--- src/verilog/rv_pkg.sv ---
// rv32i core shared definitions
package rv_pkg;

    localparam int unsigned XLEN       = 32;
    localparam int unsigned REG_ADDR_W = 5;

    localparam logic [XLEN-1:0] RESET_PC = 32'h8000_0000;

    // major opcodes kept by this core
    localparam logic [6:0] OP_REG    = 7'b0110011;
    localparam logic [6:0] OP_IMM    = 7'b0010011;
    localparam logic [6:0] OP_LUI    = 7'b0110111;
    localparam logic [6:0] OP_AUIPC  = 7'b0010111;
    localparam logic [6:0] OP_JAL    = 7'b1101111;
    localparam logic [6:0] OP_JALR   = 7'b1100111;
    localparam logic [6:0] OP_BRANCH = 7'b1100011;

    typedef enum logic [2:0] {
        TYPE_R,
        TYPE_I,
        TYPE_B,
        TYPE_U,
        TYPE_J,
        TYPE_N  // no-op, unknown opcode
    } inst_type_e;

    typedef enum logic [3:0] {
        ALU_ADD,
        ALU_SUB,
        ALU_SLL,
        ALU_SLT,
        ALU_SLTU,
        ALU_XOR,
        ALU_SRL,
        ALU_SRA,
        ALU_OR,
        ALU_AND
    } alu_op_e;

    typedef struct packed {
        logic [6:0] funct7;
        logic [4:0] rs2;
        logic [4:0] rs1;
        logic [2:0] funct3;
        logic [4:0] rd;
        logic [6:0] opcode;
    } r_fmt_t;

    typedef struct packed {
        logic [11:0] imm;
        logic [4:0]  rs1;
        logic [2:0]  funct3;
        logic [4:0]  rd;
        logic [6:0]  opcode;
    } i_fmt_t;

    // branch offset is scattered over two fields
    typedef struct packed {
        logic       imm_12;
        logic [5:0] imm_10_5;
        logic [4:0] rs2;
        logic [4:0] rs1;
        logic [2:0] funct3;
        logic [3:0] imm_4_1;
        logic       imm_11;
        logic [6:0] opcode;
    } b_fmt_t;

    typedef struct packed {
        logic [19:0] imm_31_12;
        logic [4:0]  rd;
        logic [6:0]  opcode;
    } u_fmt_t;

    typedef struct packed {
        logic       imm_20;
        logic [9:0] imm_10_1;
        logic       imm_11;
        logic [7:0] imm_19_12;
        logic [4:0] rd;
        logic [6:0] opcode;
    } j_fmt_t;

    typedef union packed {
        r_fmt_t r_fmt;
        i_fmt_t i_fmt;
        b_fmt_t b_fmt;
        u_fmt_t u_fmt;
        j_fmt_t j_fmt;
    } inst_word_u;

endpackage

--- src/verilog/fetch_unit.sv ---
// instruction fetch and sequencing
`timescale 1ns/10ps

module fetch_unit #(
    parameter logic [rv_pkg::XLEN-1:0] reset_pc = rv_pkg::RESET_PC
) (
    input  logic                    clk,
    input  logic                    reset,
    output logic                    fetch_req_valid,
    input  logic                    fetch_req_ready,
    output logic [rv_pkg::XLEN-1:0] fetch_addr,
    input  logic                    fetch_resp_valid,
    output logic                    fetch_resp_ready,
    input  logic [rv_pkg::XLEN-1:0] fetch_inst,
    input  logic                    advance,
    input  logic [rv_pkg::XLEN-1:0] next_pc,
    output logic [rv_pkg::XLEN-1:0] pc,
    output logic                    inst_valid,
    output rv_pkg::inst_word_u      inst
);

    typedef enum logic [1:0] {
        REQUEST,
        WAIT,
        EXEC,
        RETIRE
    } state_e;

    state_e state;
    state_e state_next;
    logic   req_fire;
    logic   resp_fire;

    assign req_fire  = fetch_req_valid && fetch_req_ready;
    assign resp_fire = fetch_resp_valid && fetch_resp_ready;

    always_comb begin
        state_next = state;
        case (state)
            REQUEST: if (req_fire) state_next = WAIT;
            WAIT:    if (resp_fire) state_next = EXEC;
            EXEC:    state_next = RETIRE;  // one cycle to decode/execute
            RETIRE:  if (advance) state_next = REQUEST;
            default: state_next = REQUEST;
        endcase
    end

    // handshake flags registered from the next state
    always_ff @(posedge clk or posedge reset) begin
        if (reset) begin
            state            <= REQUEST;
            fetch_req_valid  <= 1'b0;
            fetch_resp_ready <= 1'b0;
            pc               <= reset_pc;
        end else begin
            state            <= state_next;
            fetch_req_valid  <= (state_next == REQUEST);
            fetch_resp_ready <= (state_next == WAIT);
            if (advance) begin
                pc <= next_pc;
            end
        end
    end

    always_ff @(posedge clk) begin
        if (resp_fire) begin
            inst <= fetch_inst;
        end
    end

    assign fetch_addr = pc;  // held until the request fires
    assign inst_valid = (state == EXEC);

endmodule

--- src/verilog/decode_unit.sv ---
// instruction decoder
`timescale 1ns/10ps

module decode_unit (
    input  rv_pkg::inst_word_u            inst,
    output rv_pkg::inst_type_e            inst_type,
    output logic [rv_pkg::REG_ADDR_W-1:0] rs1,
    output logic [rv_pkg::REG_ADDR_W-1:0] rs2,
    output logic [rv_pkg::REG_ADDR_W-1:0] rd,
    output logic [2:0]                    funct3,
    output logic [rv_pkg::XLEN-1:0]       imm,
    output rv_pkg::alu_op_e               alu_op
);
    import rv_pkg::*;

    logic [6:0] opcode;
    logic       alt_form;  // SUB / SRA selector bit

    assign opcode = inst.r_fmt.opcode;
    assign rs1    = inst.r_fmt.rs1;
    assign rs2    = inst.r_fmt.rs2;
    assign rd     = inst.r_fmt.rd;
    assign funct3 = inst.r_fmt.funct3;

    always_comb begin
        case (opcode)
            OP_REG:            inst_type = TYPE_R;
            OP_IMM, OP_JALR:   inst_type = TYPE_I;
            OP_BRANCH:         inst_type = TYPE_B;
            OP_LUI, OP_AUIPC:  inst_type = TYPE_U;
            OP_JAL:            inst_type = TYPE_J;
            default:           inst_type = TYPE_N;
        endcase
    end

    // sign-extended immediate per format
    always_comb begin
        case (inst_type)
            TYPE_I: imm = {{20{inst.i_fmt.imm[11]}}, inst.i_fmt.imm};
            TYPE_B: imm = {{20{inst.b_fmt.imm_12}}, inst.b_fmt.imm_11,
                           inst.b_fmt.imm_10_5, inst.b_fmt.imm_4_1, 1'b0};
            TYPE_U: imm = {inst.u_fmt.imm_31_12, 12'h000};
            TYPE_J: imm = {{12{inst.j_fmt.imm_20}}, inst.j_fmt.imm_19_12,
                           inst.j_fmt.imm_11, inst.j_fmt.imm_10_1, 1'b0};
            default: imm = '0;
        endcase
    end

    // shifts by immediate carry the SRAI bit in imm[10]
    always_comb begin
        if (inst_type == TYPE_R) begin
            alt_form = (inst.r_fmt.funct7 == 7'b0100000);
        end else begin
            alt_form = inst.i_fmt.imm[10];
        end
    end

    always_comb begin
        alu_op = ALU_ADD;  // JALR, AUIPC and LUI all add
        if (opcode == OP_REG || opcode == OP_IMM) begin
            case (funct3)
                3'b000:  alu_op = (alt_form && inst_type == TYPE_R) ? ALU_SUB : ALU_ADD;
                3'b001:  alu_op = ALU_SLL;
                3'b010:  alu_op = ALU_SLT;
                3'b011:  alu_op = ALU_SLTU;
                3'b100:  alu_op = ALU_XOR;
                3'b101:  alu_op = alt_form ? ALU_SRA : ALU_SRL;
                3'b110:  alu_op = ALU_OR;
                default: alu_op = ALU_AND;
            endcase
        end
    end

endmodule

--- src/verilog/execute_unit.sv ---
// execute stage, ALU and next pc
`timescale 1ns/10ps

module execute_unit (
    input  rv_pkg::inst_type_e            inst_type,
    input  logic [2:0]                    funct3,
    input  logic [rv_pkg::REG_ADDR_W-1:0] rd,
    input  logic [rv_pkg::XLEN-1:0]       imm,
    input  rv_pkg::alu_op_e               alu_op,
    input  logic                          is_lui,
    input  logic                          is_jalr,
    input  logic [rv_pkg::XLEN-1:0]       pc,
    input  logic [rv_pkg::XLEN-1:0]       rs1_data,
    input  logic [rv_pkg::XLEN-1:0]       rs2_data,
    output logic                          wb_we,
    output logic [rv_pkg::XLEN-1:0]       wb_data,
    output logic [rv_pkg::XLEN-1:0]       next_pc
);
    import rv_pkg::*;

    logic [XLEN-1:0] alu_a;
    logic [XLEN-1:0] alu_b;
    logic [XLEN-1:0] alu_result;
    logic [XLEN-1:0] seq_pc;
    logic [XLEN-1:0] pc_target;   // branch and JAL target
    logic [XLEN-1:0] jalr_sum;
    logic            taken;
    logic            is_jump;

    assign seq_pc    = pc + 32'd4;
    assign pc_target = pc + imm;
    assign jalr_sum  = rs1_data + imm;
    assign is_jump   = (inst_type == TYPE_J) || (inst_type == TYPE_I && is_jalr);

    // operand select by format
    always_comb begin
        case (inst_type)
            TYPE_I: begin
                alu_a = rs1_data;
                alu_b = imm;
            end
            TYPE_U: begin
                alu_a = is_lui ? '0 : pc;  // AUIPC adds to pc
                alu_b = imm;
            end
            default: begin
                alu_a = rs1_data;
                alu_b = rs2_data;
            end
        endcase
    end

    always_comb begin
        case (alu_op)
            ALU_ADD:  alu_result = alu_a + alu_b;
            ALU_SUB:  alu_result = alu_a - alu_b;
            ALU_SLL:  alu_result = alu_a << alu_b[4:0];
            ALU_SLT:  alu_result = {{(XLEN-1){1'b0}}, $signed(alu_a) < $signed(alu_b)};
            ALU_SLTU: alu_result = {{(XLEN-1){1'b0}}, alu_a < alu_b};
            ALU_XOR:  alu_result = alu_a ^ alu_b;
            ALU_SRL:  alu_result = alu_a >> alu_b[4:0];
            ALU_SRA:  alu_result = $unsigned($signed(alu_a) >>> alu_b[4:0]);
            ALU_OR:   alu_result = alu_a | alu_b;
            ALU_AND:  alu_result = alu_a & alu_b;
            default:  alu_result = alu_a + alu_b;
        endcase
    end

    // branch condition on the raw register values
    always_comb begin
        case (funct3)
            3'b000:  taken = (rs1_data == rs2_data);
            3'b001:  taken = (rs1_data != rs2_data);
            3'b100:  taken = ($signed(rs1_data) < $signed(rs2_data));
            3'b101:  taken = ($signed(rs1_data) >= $signed(rs2_data));
            3'b110:  taken = (rs1_data < rs2_data);
            3'b111:  taken = (rs1_data >= rs2_data);
            default: taken = 1'b0;  // reserved encodings fall through
        endcase
    end

    always_comb begin
        next_pc = seq_pc;
        if (inst_type == TYPE_B && taken) begin
            next_pc = pc_target;
        end else if (inst_type == TYPE_J) begin
            next_pc = pc_target;
        end else if (inst_type == TYPE_I && is_jalr) begin
            next_pc = {jalr_sum[XLEN-1:1], 1'b0};
        end
    end

    assign wb_data = is_jump ? seq_pc : alu_result;

    // branches and unknown opcodes never write
    assign wb_we = (inst_type == TYPE_R || inst_type == TYPE_I ||
                    inst_type == TYPE_U || inst_type == TYPE_J) && (rd != '0);

endmodule

--- src/verilog/reg_file.sv ---
// general purpose register file
`timescale 1ns/10ps

module reg_file (
    input  logic                          clk,
    input  logic                          reset,
    input  logic [rv_pkg::REG_ADDR_W-1:0] raddr1,
    input  logic [rv_pkg::REG_ADDR_W-1:0] raddr2,
    output logic [rv_pkg::XLEN-1:0]       rdata1,
    output logic [rv_pkg::XLEN-1:0]       rdata2,
    input  logic                          we,
    input  logic [rv_pkg::REG_ADDR_W-1:0] waddr,
    input  logic [rv_pkg::XLEN-1:0]       wdata
);
    import rv_pkg::*;

    logic [XLEN-1:0] regs [32];

    always_ff @(posedge clk or posedge reset) begin
        if (reset) begin
            for (int i = 0; i < 32; i++) begin
                regs[i] <= '0;
            end
        end else if (we && waddr != '0) begin
            regs[waddr] <= wdata;
        end
    end

    // x0 always reads as zero
    assign rdata1 = (raddr1 == '0) ? '0 : regs[raddr1];
    assign rdata2 = (raddr2 == '0) ? '0 : regs[raddr2];

endmodule

--- src/verilog/retire_unit.sv ---
// result register and retire handshake
`timescale 1ns/10ps

module retire_unit (
    input  logic                          clk,
    input  logic                          reset,
    input  logic                          inst_valid,
    input  logic [rv_pkg::XLEN-1:0]       pc,
    input  logic [rv_pkg::REG_ADDR_W-1:0] rd,
    input  logic                          wb_we,
    input  logic [rv_pkg::XLEN-1:0]       wb_data,
    input  logic [rv_pkg::XLEN-1:0]       next_pc_in,
    output logic                          retire_valid,
    input  logic                          retire_ready,
    output logic [rv_pkg::XLEN-1:0]       retire_pc,
    output logic [rv_pkg::REG_ADDR_W-1:0] retire_rd,
    output logic                          retire_we,
    output logic [rv_pkg::XLEN-1:0]       retire_data,
    output logic                          rf_we,
    output logic                          advance,
    output logic [rv_pkg::XLEN-1:0]       next_pc
);

    logic retire_fire;

    assign retire_fire = retire_valid && retire_ready;

    always_ff @(posedge clk or posedge reset) begin
        if (reset) begin
            retire_valid <= 1'b0;
        end else if (inst_valid) begin
            retire_valid <= 1'b1;
        end else if (retire_fire) begin
            retire_valid <= 1'b0;
        end
    end

    // payload held stable while waiting on retire_ready
    always_ff @(posedge clk) begin
        if (inst_valid) begin
            retire_pc   <= pc;
            retire_rd   <= rd;
            retire_we   <= wb_we;
            retire_data <= wb_data;
            next_pc     <= next_pc_in;
        end
    end

    assign rf_we   = retire_fire && retire_we;  // register write at retire
    assign advance = retire_fire;

endmodule

--- src/verilog/core_top.sv ---
// multicycle rv32i core top level
`timescale 1ns/10ps

module core_top #(
    parameter logic [rv_pkg::XLEN-1:0] reset_pc = rv_pkg::RESET_PC
) (
    input  logic                          clk,
    input  logic                          reset,
    output logic                          fetch_req_valid,
    input  logic                          fetch_req_ready,
    output logic [rv_pkg::XLEN-1:0]       fetch_addr,
    input  logic                          fetch_resp_valid,
    output logic                          fetch_resp_ready,
    input  logic [rv_pkg::XLEN-1:0]       fetch_inst,
    output logic                          retire_valid,
    input  logic                          retire_ready,
    output logic [rv_pkg::XLEN-1:0]       retire_pc,
    output logic [rv_pkg::REG_ADDR_W-1:0] retire_rd,
    output logic                          retire_we,
    output logic [rv_pkg::XLEN-1:0]       retire_data
);
    import rv_pkg::*;

    logic                  advance;
    logic [XLEN-1:0]       pc;
    logic [XLEN-1:0]       ret_next_pc;   // latched target back to fetch
    logic [XLEN-1:0]       exe_next_pc;
    logic                  inst_valid;
    inst_word_u            inst;
    inst_type_e            inst_type;
    alu_op_e               alu_op;
    logic [REG_ADDR_W-1:0] rs1;
    logic [REG_ADDR_W-1:0] rs2;
    logic [REG_ADDR_W-1:0] rd;
    logic [2:0]            funct3;
    logic [XLEN-1:0]       imm;
    logic                  is_lui;
    logic                  is_jalr;
    logic [XLEN-1:0]       rs1_data;
    logic [XLEN-1:0]       rs2_data;
    logic                  wb_we;
    logic [XLEN-1:0]       wb_data;
    logic                  rf_we;

    assign is_lui  = (inst.r_fmt.opcode == OP_LUI);
    assign is_jalr = (inst.r_fmt.opcode == OP_JALR);

    fetch_unit #(
        .reset_pc(reset_pc)
    ) u_fetch (
        .clk             (clk),
        .reset           (reset),
        .fetch_req_valid (fetch_req_valid),
        .fetch_req_ready (fetch_req_ready),
        .fetch_addr      (fetch_addr),
        .fetch_resp_valid(fetch_resp_valid),
        .fetch_resp_ready(fetch_resp_ready),
        .fetch_inst      (fetch_inst),
        .advance         (advance),
        .next_pc         (ret_next_pc),
        .pc              (pc),
        .inst_valid      (inst_valid),
        .inst            (inst)
    );

    decode_unit u_decode (
        .inst     (inst),
        .inst_type(inst_type),
        .rs1      (rs1),
        .rs2      (rs2),
        .rd       (rd),
        .funct3   (funct3),
        .imm      (imm),
        .alu_op   (alu_op)
    );

    reg_file u_regs (
        .clk   (clk),
        .reset (reset),
        .raddr1(rs1),
        .raddr2(rs2),
        .rdata1(rs1_data),
        .rdata2(rs2_data),
        .we    (rf_we),
        .waddr (retire_rd),
        .wdata (retire_data)
    );

    execute_unit u_execute (
        .inst_type(inst_type),
        .funct3   (funct3),
        .rd       (rd),
        .imm      (imm),
        .alu_op   (alu_op),
        .is_lui   (is_lui),
        .is_jalr  (is_jalr),
        .pc       (pc),
        .rs1_data (rs1_data),
        .rs2_data (rs2_data),
        .wb_we    (wb_we),
        .wb_data  (wb_data),
        .next_pc  (exe_next_pc)
    );

    retire_unit u_retire (
        .clk         (clk),
        .reset       (reset),
        .inst_valid  (inst_valid),
        .pc          (pc),
        .rd          (rd),
        .wb_we       (wb_we),
        .wb_data     (wb_data),
        .next_pc_in  (exe_next_pc),
        .retire_valid(retire_valid),
        .retire_ready(retire_ready),
        .retire_pc   (retire_pc),
        .retire_rd   (retire_rd),
        .retire_we   (retire_we),
        .retire_data (retire_data),
        .rf_we       (rf_we),
        .advance     (advance),
        .next_pc     (ret_next_pc)
    );

endmodule

--- config.mk ---
export PLATFORM = sky130hd
export DESIGN_NAME = core_top
export DESIGN_NICKNAME = d
export VERILOG_FILES = /design/src/verilog/rv_pkg.sv /design/src/verilog/fetch_unit.sv /design/src/verilog/decode_unit.sv /design/src/verilog/execute_unit.sv /design/src/verilog/reg_file.sv /design/src/verilog/retire_unit.sv /design/src/verilog/core_top.sv
export SDC_FILE = /design/constraint.sdc
export NUM_CORES = 2
export LEC_CHECK = 0
export BUFFER_PORTS_ARGS = -buffer_cell sky130_fd_sc_hd__buf_2
export CORE_MARGIN = 1.5
export CORE_UTILIZATION = 30
export DETAILED_ROUTE_END_ITERATION = 8
export HOLD_SLACK_MARGIN = 0.1
export PLACE_DENSITY_LB_ADDON = 0.1
export SLEW_MARGIN = 20
export SYNTH_ARGS = -nofsm -noshare
export SYNTH_HDL_FRONTEND = slang
export SYNTH_SLANG_ARGS = --single-unit
--- constraint.sdc ---
create_clock -name clk -period 81.6 [get_ports clk]
set_input_delay 12.24 -clock clk [delete_from_list [all_inputs] [get_ports clk]]
set_output_delay 12.24 -clock clk [all_outputs]
set_load 0.005 [all_outputs]
# After elaboration in Yosys (flattened, before gate mapping)
# Cells that the tools add are included.
[word_totals]
output_inout_bits = 105
regBits = 1195
wordCells = 161
input_bits = 37
[classes]
n_reduce_logical = 27
mux = 33
eq_ne = 34
bitwise_logic = 6
n_shift = 3
order_cmp = 10
n_addsub = 5
[op_table]
columns = ["cell", "count"]
rows = [
  ["bitwise mux 1024 bit", 1],
  ["2-to-1 mux 32 bit", 14],
  ["binary-select mux 32 bit (select 5 bit)", 2],
  ["case mux 32 bit (9 select lines)", 1],
  ["demux 32 bit (select 5 bit)", 1],
  ["less-than comparator 32 bit", 4],
  ["case mux 32 bit (4 select lines)", 1],
  ["adder 32 bit", 3],
  ["greater-or-equal comparator 32 bit", 2],
  ["adder 32 x 3 -> 32 bit, second input constant", 1],
  ["AND 32 bit", 1],
  ["equality test 32 bit", 1],
  ["inequality test 32 bit", 1],
  ["bitwise OR 32 bit", 1],
  ["left shift 32 x 5 -> 32 bit", 1],
  ["right shift 32 x 5 -> 32 bit", 1],
  [">>> shifter 32 x 5 -> 32 bit", 1],
  ["subtractor 32 bit", 1],
  ["XOR 32 bit", 1],
  ["case mux 4 bit (7 select lines)", 1],
  ["equality test 7 x 6 -> 1 bit, second input constant", 3],
  ["equality test 7 bit, second input constant", 3],
  ["greater-or-equal comparator 6 bit, second input constant", 3],
  ["NOT 5 -> 6 bit", 3],
  ["other kinds (25)", 66],
]

# Depth between registers and ports, before layout
[depth]
ltp_word = 12
depth_mapped = 27
mapped_depth_nobuf = 21

# By module
# From an unflattened synthesis, not the netlist that was laid out.
[unflattened]
hier_cells = 6355
area_unflattened_um2 = 76517.1
[modules_own_cells]
columns = ["mod", "instances", "area_per_inst_um2", "seq_area_each_um2", "cells_per_inst"]
rows = [
  ["reg_file", 1, 54732.5, 25624.6, 3692],
  ["execute_unit", 1, 15187.1, 0.0, 2287],
  ["retire_unit", 1, 3118.0, 3088.0, 108],
  ["fetch_unit", 1, 2698.8, 1863.0, 148],
  ["decode_unit", 1, 733.2, 0.0, 115],
  ["core_top", 1, 47.5, 0.0, 5],
]

# Least setup slack after synthesis
# No wires, ideal clock.
[synth_path]
kind = "in2reg"
start = "input port retire_ready"
end = "register u_regs.regs[100] (netlist bit)"
setup_ns = 0.125
required_time_ns = 81.475
cell_stages = 7
arrival_time_ns = 14.000
n_path_buf = 2
setup_slack_ns = 67.475
path_cell_list = "and2_1 nand2_1 or4_1 clkbuf_1 nor2_1 clkbuf_1 mux2_2"
[synth_between]
elab_chain_cells = 3
[synth_lines]
columns = ["element", "line_no", "rtl"]
rows = [
  ["from (decl)", "core_top.sv:16", "input logic retire_ready,"],
  ["logical AND 1 bit", "retire_unit.sv:26", "assign retire_fire = retire_valid && retire_ready;"],
  ["logical AND 1 bit", "retire_unit.sv:49", "assign rf_we = retire_fire && retire_we;"],
  ["logical AND 1 bit", "reg_file.sv:24", "end else if (we && waddr != '0) begin"],
  ["to (signal, indexed assignment)", "reg_file.sv:25", "regs[waddr] <= wdata;"],
  ["to (decl)", "reg_file.sv:17", "logic [XLEN-1:0] regs [32];"],
]
# No other way between the ends.
# A chain may end at the register's enable or synchronous reset.

# Worst setup path after layout
[layout_path]
start = "input port retire_ready"
end = "register u_regs.regs[571] (netlist bit)"
# Same word-level chain as after synthesis.

==> metrics <==
unique cell type count in the Yosys netlist 92; DIE WIDTH 502.7 um; Max-Cap Viols 0; H-tree depth 4; net load switching power 0.8304 mW; number of global-route vias before repair 55.36k; most instantiated library cell after synthesis dfrtp_1; Worst Setup Start Kind input port; GRT overflow 0; die area 0.2527 mm^2; syn avg cell area 12.16 um^2; Slew Limit Fails 0; combinational cell fraction of total power 33.8%; post-synthesis cell count 6160; Die Ht 502.7 um; Slew HR 21.69%; drt first-iter violations 4451; Synth top cells by count dfrtp_1 (1060), mux2_2 (1050), mux2i_1 (516); hold crit path type reg -> reg; row cnt 183; # port buffers 141; Switching Fraction 37.81%; Routed Antenna Nets 0; share of post-route cells with drive strength above 1 34.48%; Avg WL per Cell 33.31 um; post-layout util 34.03%; Initial Utilization 30.15%; post-CTS resize count 0; VDD IR-drop max 23.89 uV; clk buf depth 3; Core Box Area 0.2484 mm^2; Post-synth EDFFs 134; outcome finished, final reports clean; largest net degree at the start of global routing 118; post-CTS setup repair buffer count 0; Yosys warnings 0; Num CTS Buffers 152; CTS tree yes; max frequency 65.04 MHz; Worst Max-Slew Pin Slew 1.165 ns; Setup CP Type in -> reg; clk_skew 0.09318 ns; highest net fanout along the worst path 38; area share of the largest cell type after synthesis 35.41%; drt first pass iters 5; leakage power 38.24 nW; Synth area leaders dfrtp_1 (35%), mux2_2 (16%), mux4_2 (13%); post-detail-place hpwl 210300 um; flop and latch count out of synthesis 1195; total number of vias 54.82k; Clk Latency, worst-skew pair 0.85 ns; CP Data Arrival Time 16.06 ns; Residual DRC 0; Reg clk slew, reported paths 0.06 ns; post-synthesis cell area 0.07490 mm^2; global-route wire length before repair 447900 um; cts hold-fix bufs 0; Tcrit/Tclk final 18.84%; CP required 82.29 ns; gr usage total 24.91%; Ports 142; DR vias/cell 5.736; placer congestion estimate 0.9434; endpoints failing setup 0; Primary FF master, synth dfrtp_1; Async S/R FF share, synth 88.79%; RSZ-0062 raised after global routing no; drt total wl 318400 um; Tmin final 15.38 ns; Cell Int Power 1.366 mW; CTS sink count 1195; area grow syn2layout 12.87%; setup_tns 0 ns; CTS root buffer clkbuf_16; sequential share of power 34.9%; antenna violations before repair 21; largest area contributor in the netlist dfrtp_1; pwr/cell area 25.98 mW/mm^2; nature of the critical path endpoint flip-flop; Clock power frac 31.3%; Nets 6332; post-synthesis sequential area ratio 40.82%; Final Hold Fails 0; Syn Nets 6392
==> final cells by class <==
cell class	count	area (um^2)
inverters	164	623.1
clock buffers	230	4467
clock inverters	45	628.1
repair buffers	343	2307
well taps	3330	4167
flip-flops and latches	1195	30580
fillers	24670	163900
diodes	7	17.52
multi-input cells	4244	41760
==> critical path, stage by stage <==
cell,delay (ns)
buf_2,0.08
and2_2,0.13
buf_4,0.55
nand4b_1,0.93
nor2_4,1.12
buf_4,0.54
mux2_2,0.39
==> metrics by stage <==
step           instance area, um^2  setup slack (ns)  hold WS [ns]  power (mW)  instances
6_report                     84550             66.22        0.3893       2.196       9558
5_1_grt                      84530             65.66        0.3986       2.297       9552
3_5_place_dp                 79410             65.23        0.3713       1.511       9275
2_1_floorplan                74900             39.50        0.4260       1.211       6160
3_3_place_gp                 79380             65.28        0.3662       1.508       9273
4_1_cts                      84500             66.12        0.3853       2.211       9550
==> sequential cells by signal, indices dropped and copies added (netlist names) <==
| register | count |
|---|---|
| u_retire.retire_data | 32 |
| u_retire.retire_we | 1 |
| u_fetch.state | 2 |
| u_fetch.fetch_req_valid | 1 |
| u_fetch.fetch_resp_ready | 1 |
| u_fetch.fetch_addr | 32 |
| u_retire.retire_pc | 32 |
| u_retire.retire_rd | 5 |
| u_retire.next_pc | 32 |
| u_retire.retire_valid | 1 |
| u_fetch.inst | 32 |
| u_regs.regs | 1024 |
==> cell families after synthesis <==
family | synth area share [%]
simple gates | 5.459
compound gates | 9.635
flops | 40.82
mux | 35.49
xor+xnor | 1.298
buf+inv | 3.999
fa+ha+maj | 3.297
==> layer usage <==
layer  vias to the layer above  wire length [um]  global-route usage, %
met1                     29510            142200                  34.12
li1                      23280                 -                      -
met4                         4              9774                  7.339
met2                      1605            152300                  40.98
met3                       420             14110                  3.105
met5                         -                27                      0
==> power groups by stage <==
| stage | combinational [mW] | sequential (mW) | clock [mW] |
|---|---|---|---|
| after floorplan | 0.455 | 0.755 | 0 |
| after global placement | 0.733 | 0.775 | 0 |
| after detailed placement | 0.736 | 0.775 | 0 |
| after CTS | 0.739 | 0.765 | 0.707 |
| after global routing | 0.789 | 0.775 | 0.732 |
| final | 0.743 | 0.766 | 0.687 |
==> final timing paths <==
| check | slack (ns) | from | depth (start not counted) | end |
|---|---|---|---|---|
| setup / recovery | 66.22 | retire_ready | 7 | u_regs.regs[571]$_DFFE_PP0P_ |
| hold / removal | 0.39 | u_regs.regs[995]$_DFFE_PP0P_ | 0 | u_regs.regs[995]$_DFFE_PP0P_ |
| setup reg to reg | 71.97 | u_fetch.inst[20]$_DFFE_PP_ | 19 | u_retire.retire_data[31]$_DFFE_PP_ |
| hold reg to reg | 0.39 | u_regs.regs[995]$_DFFE_PP0P_ | 0 | u_regs.regs[995]$_DFFE_PP0P_ |
| max in group asynchronous | 66.32 | reset | 6 | u_regs.regs[424]$_DFFE_PP0P_ |
| min in group asynchronous | 11.64 | reset | 2 | u_regs.regs[1011]$_DFFE_PP0P_ |
==> placed cells by master (no fill, tap or decap), types with 152 or more instances in the layout <==
cell / synthesis / final
mux2_2: 1050 / 1050
buf_4: 36 / 194
o21ai_0: 158 / 158
a21oi_1: 292 / 290
dfrtp_1: 1060 / 1060
mux2i_1: 516 / 515
clkbuf_16: 0 / 152
mux4_2: 424 / 424
ha_1: 191 / 191
nor2_1: 232 / 214
inv_1: 158 / 157
nand2_1: 251 / 236
a22oi_1: 179 / 179
No activity file was read; power rests on OpenSTA's default activity.
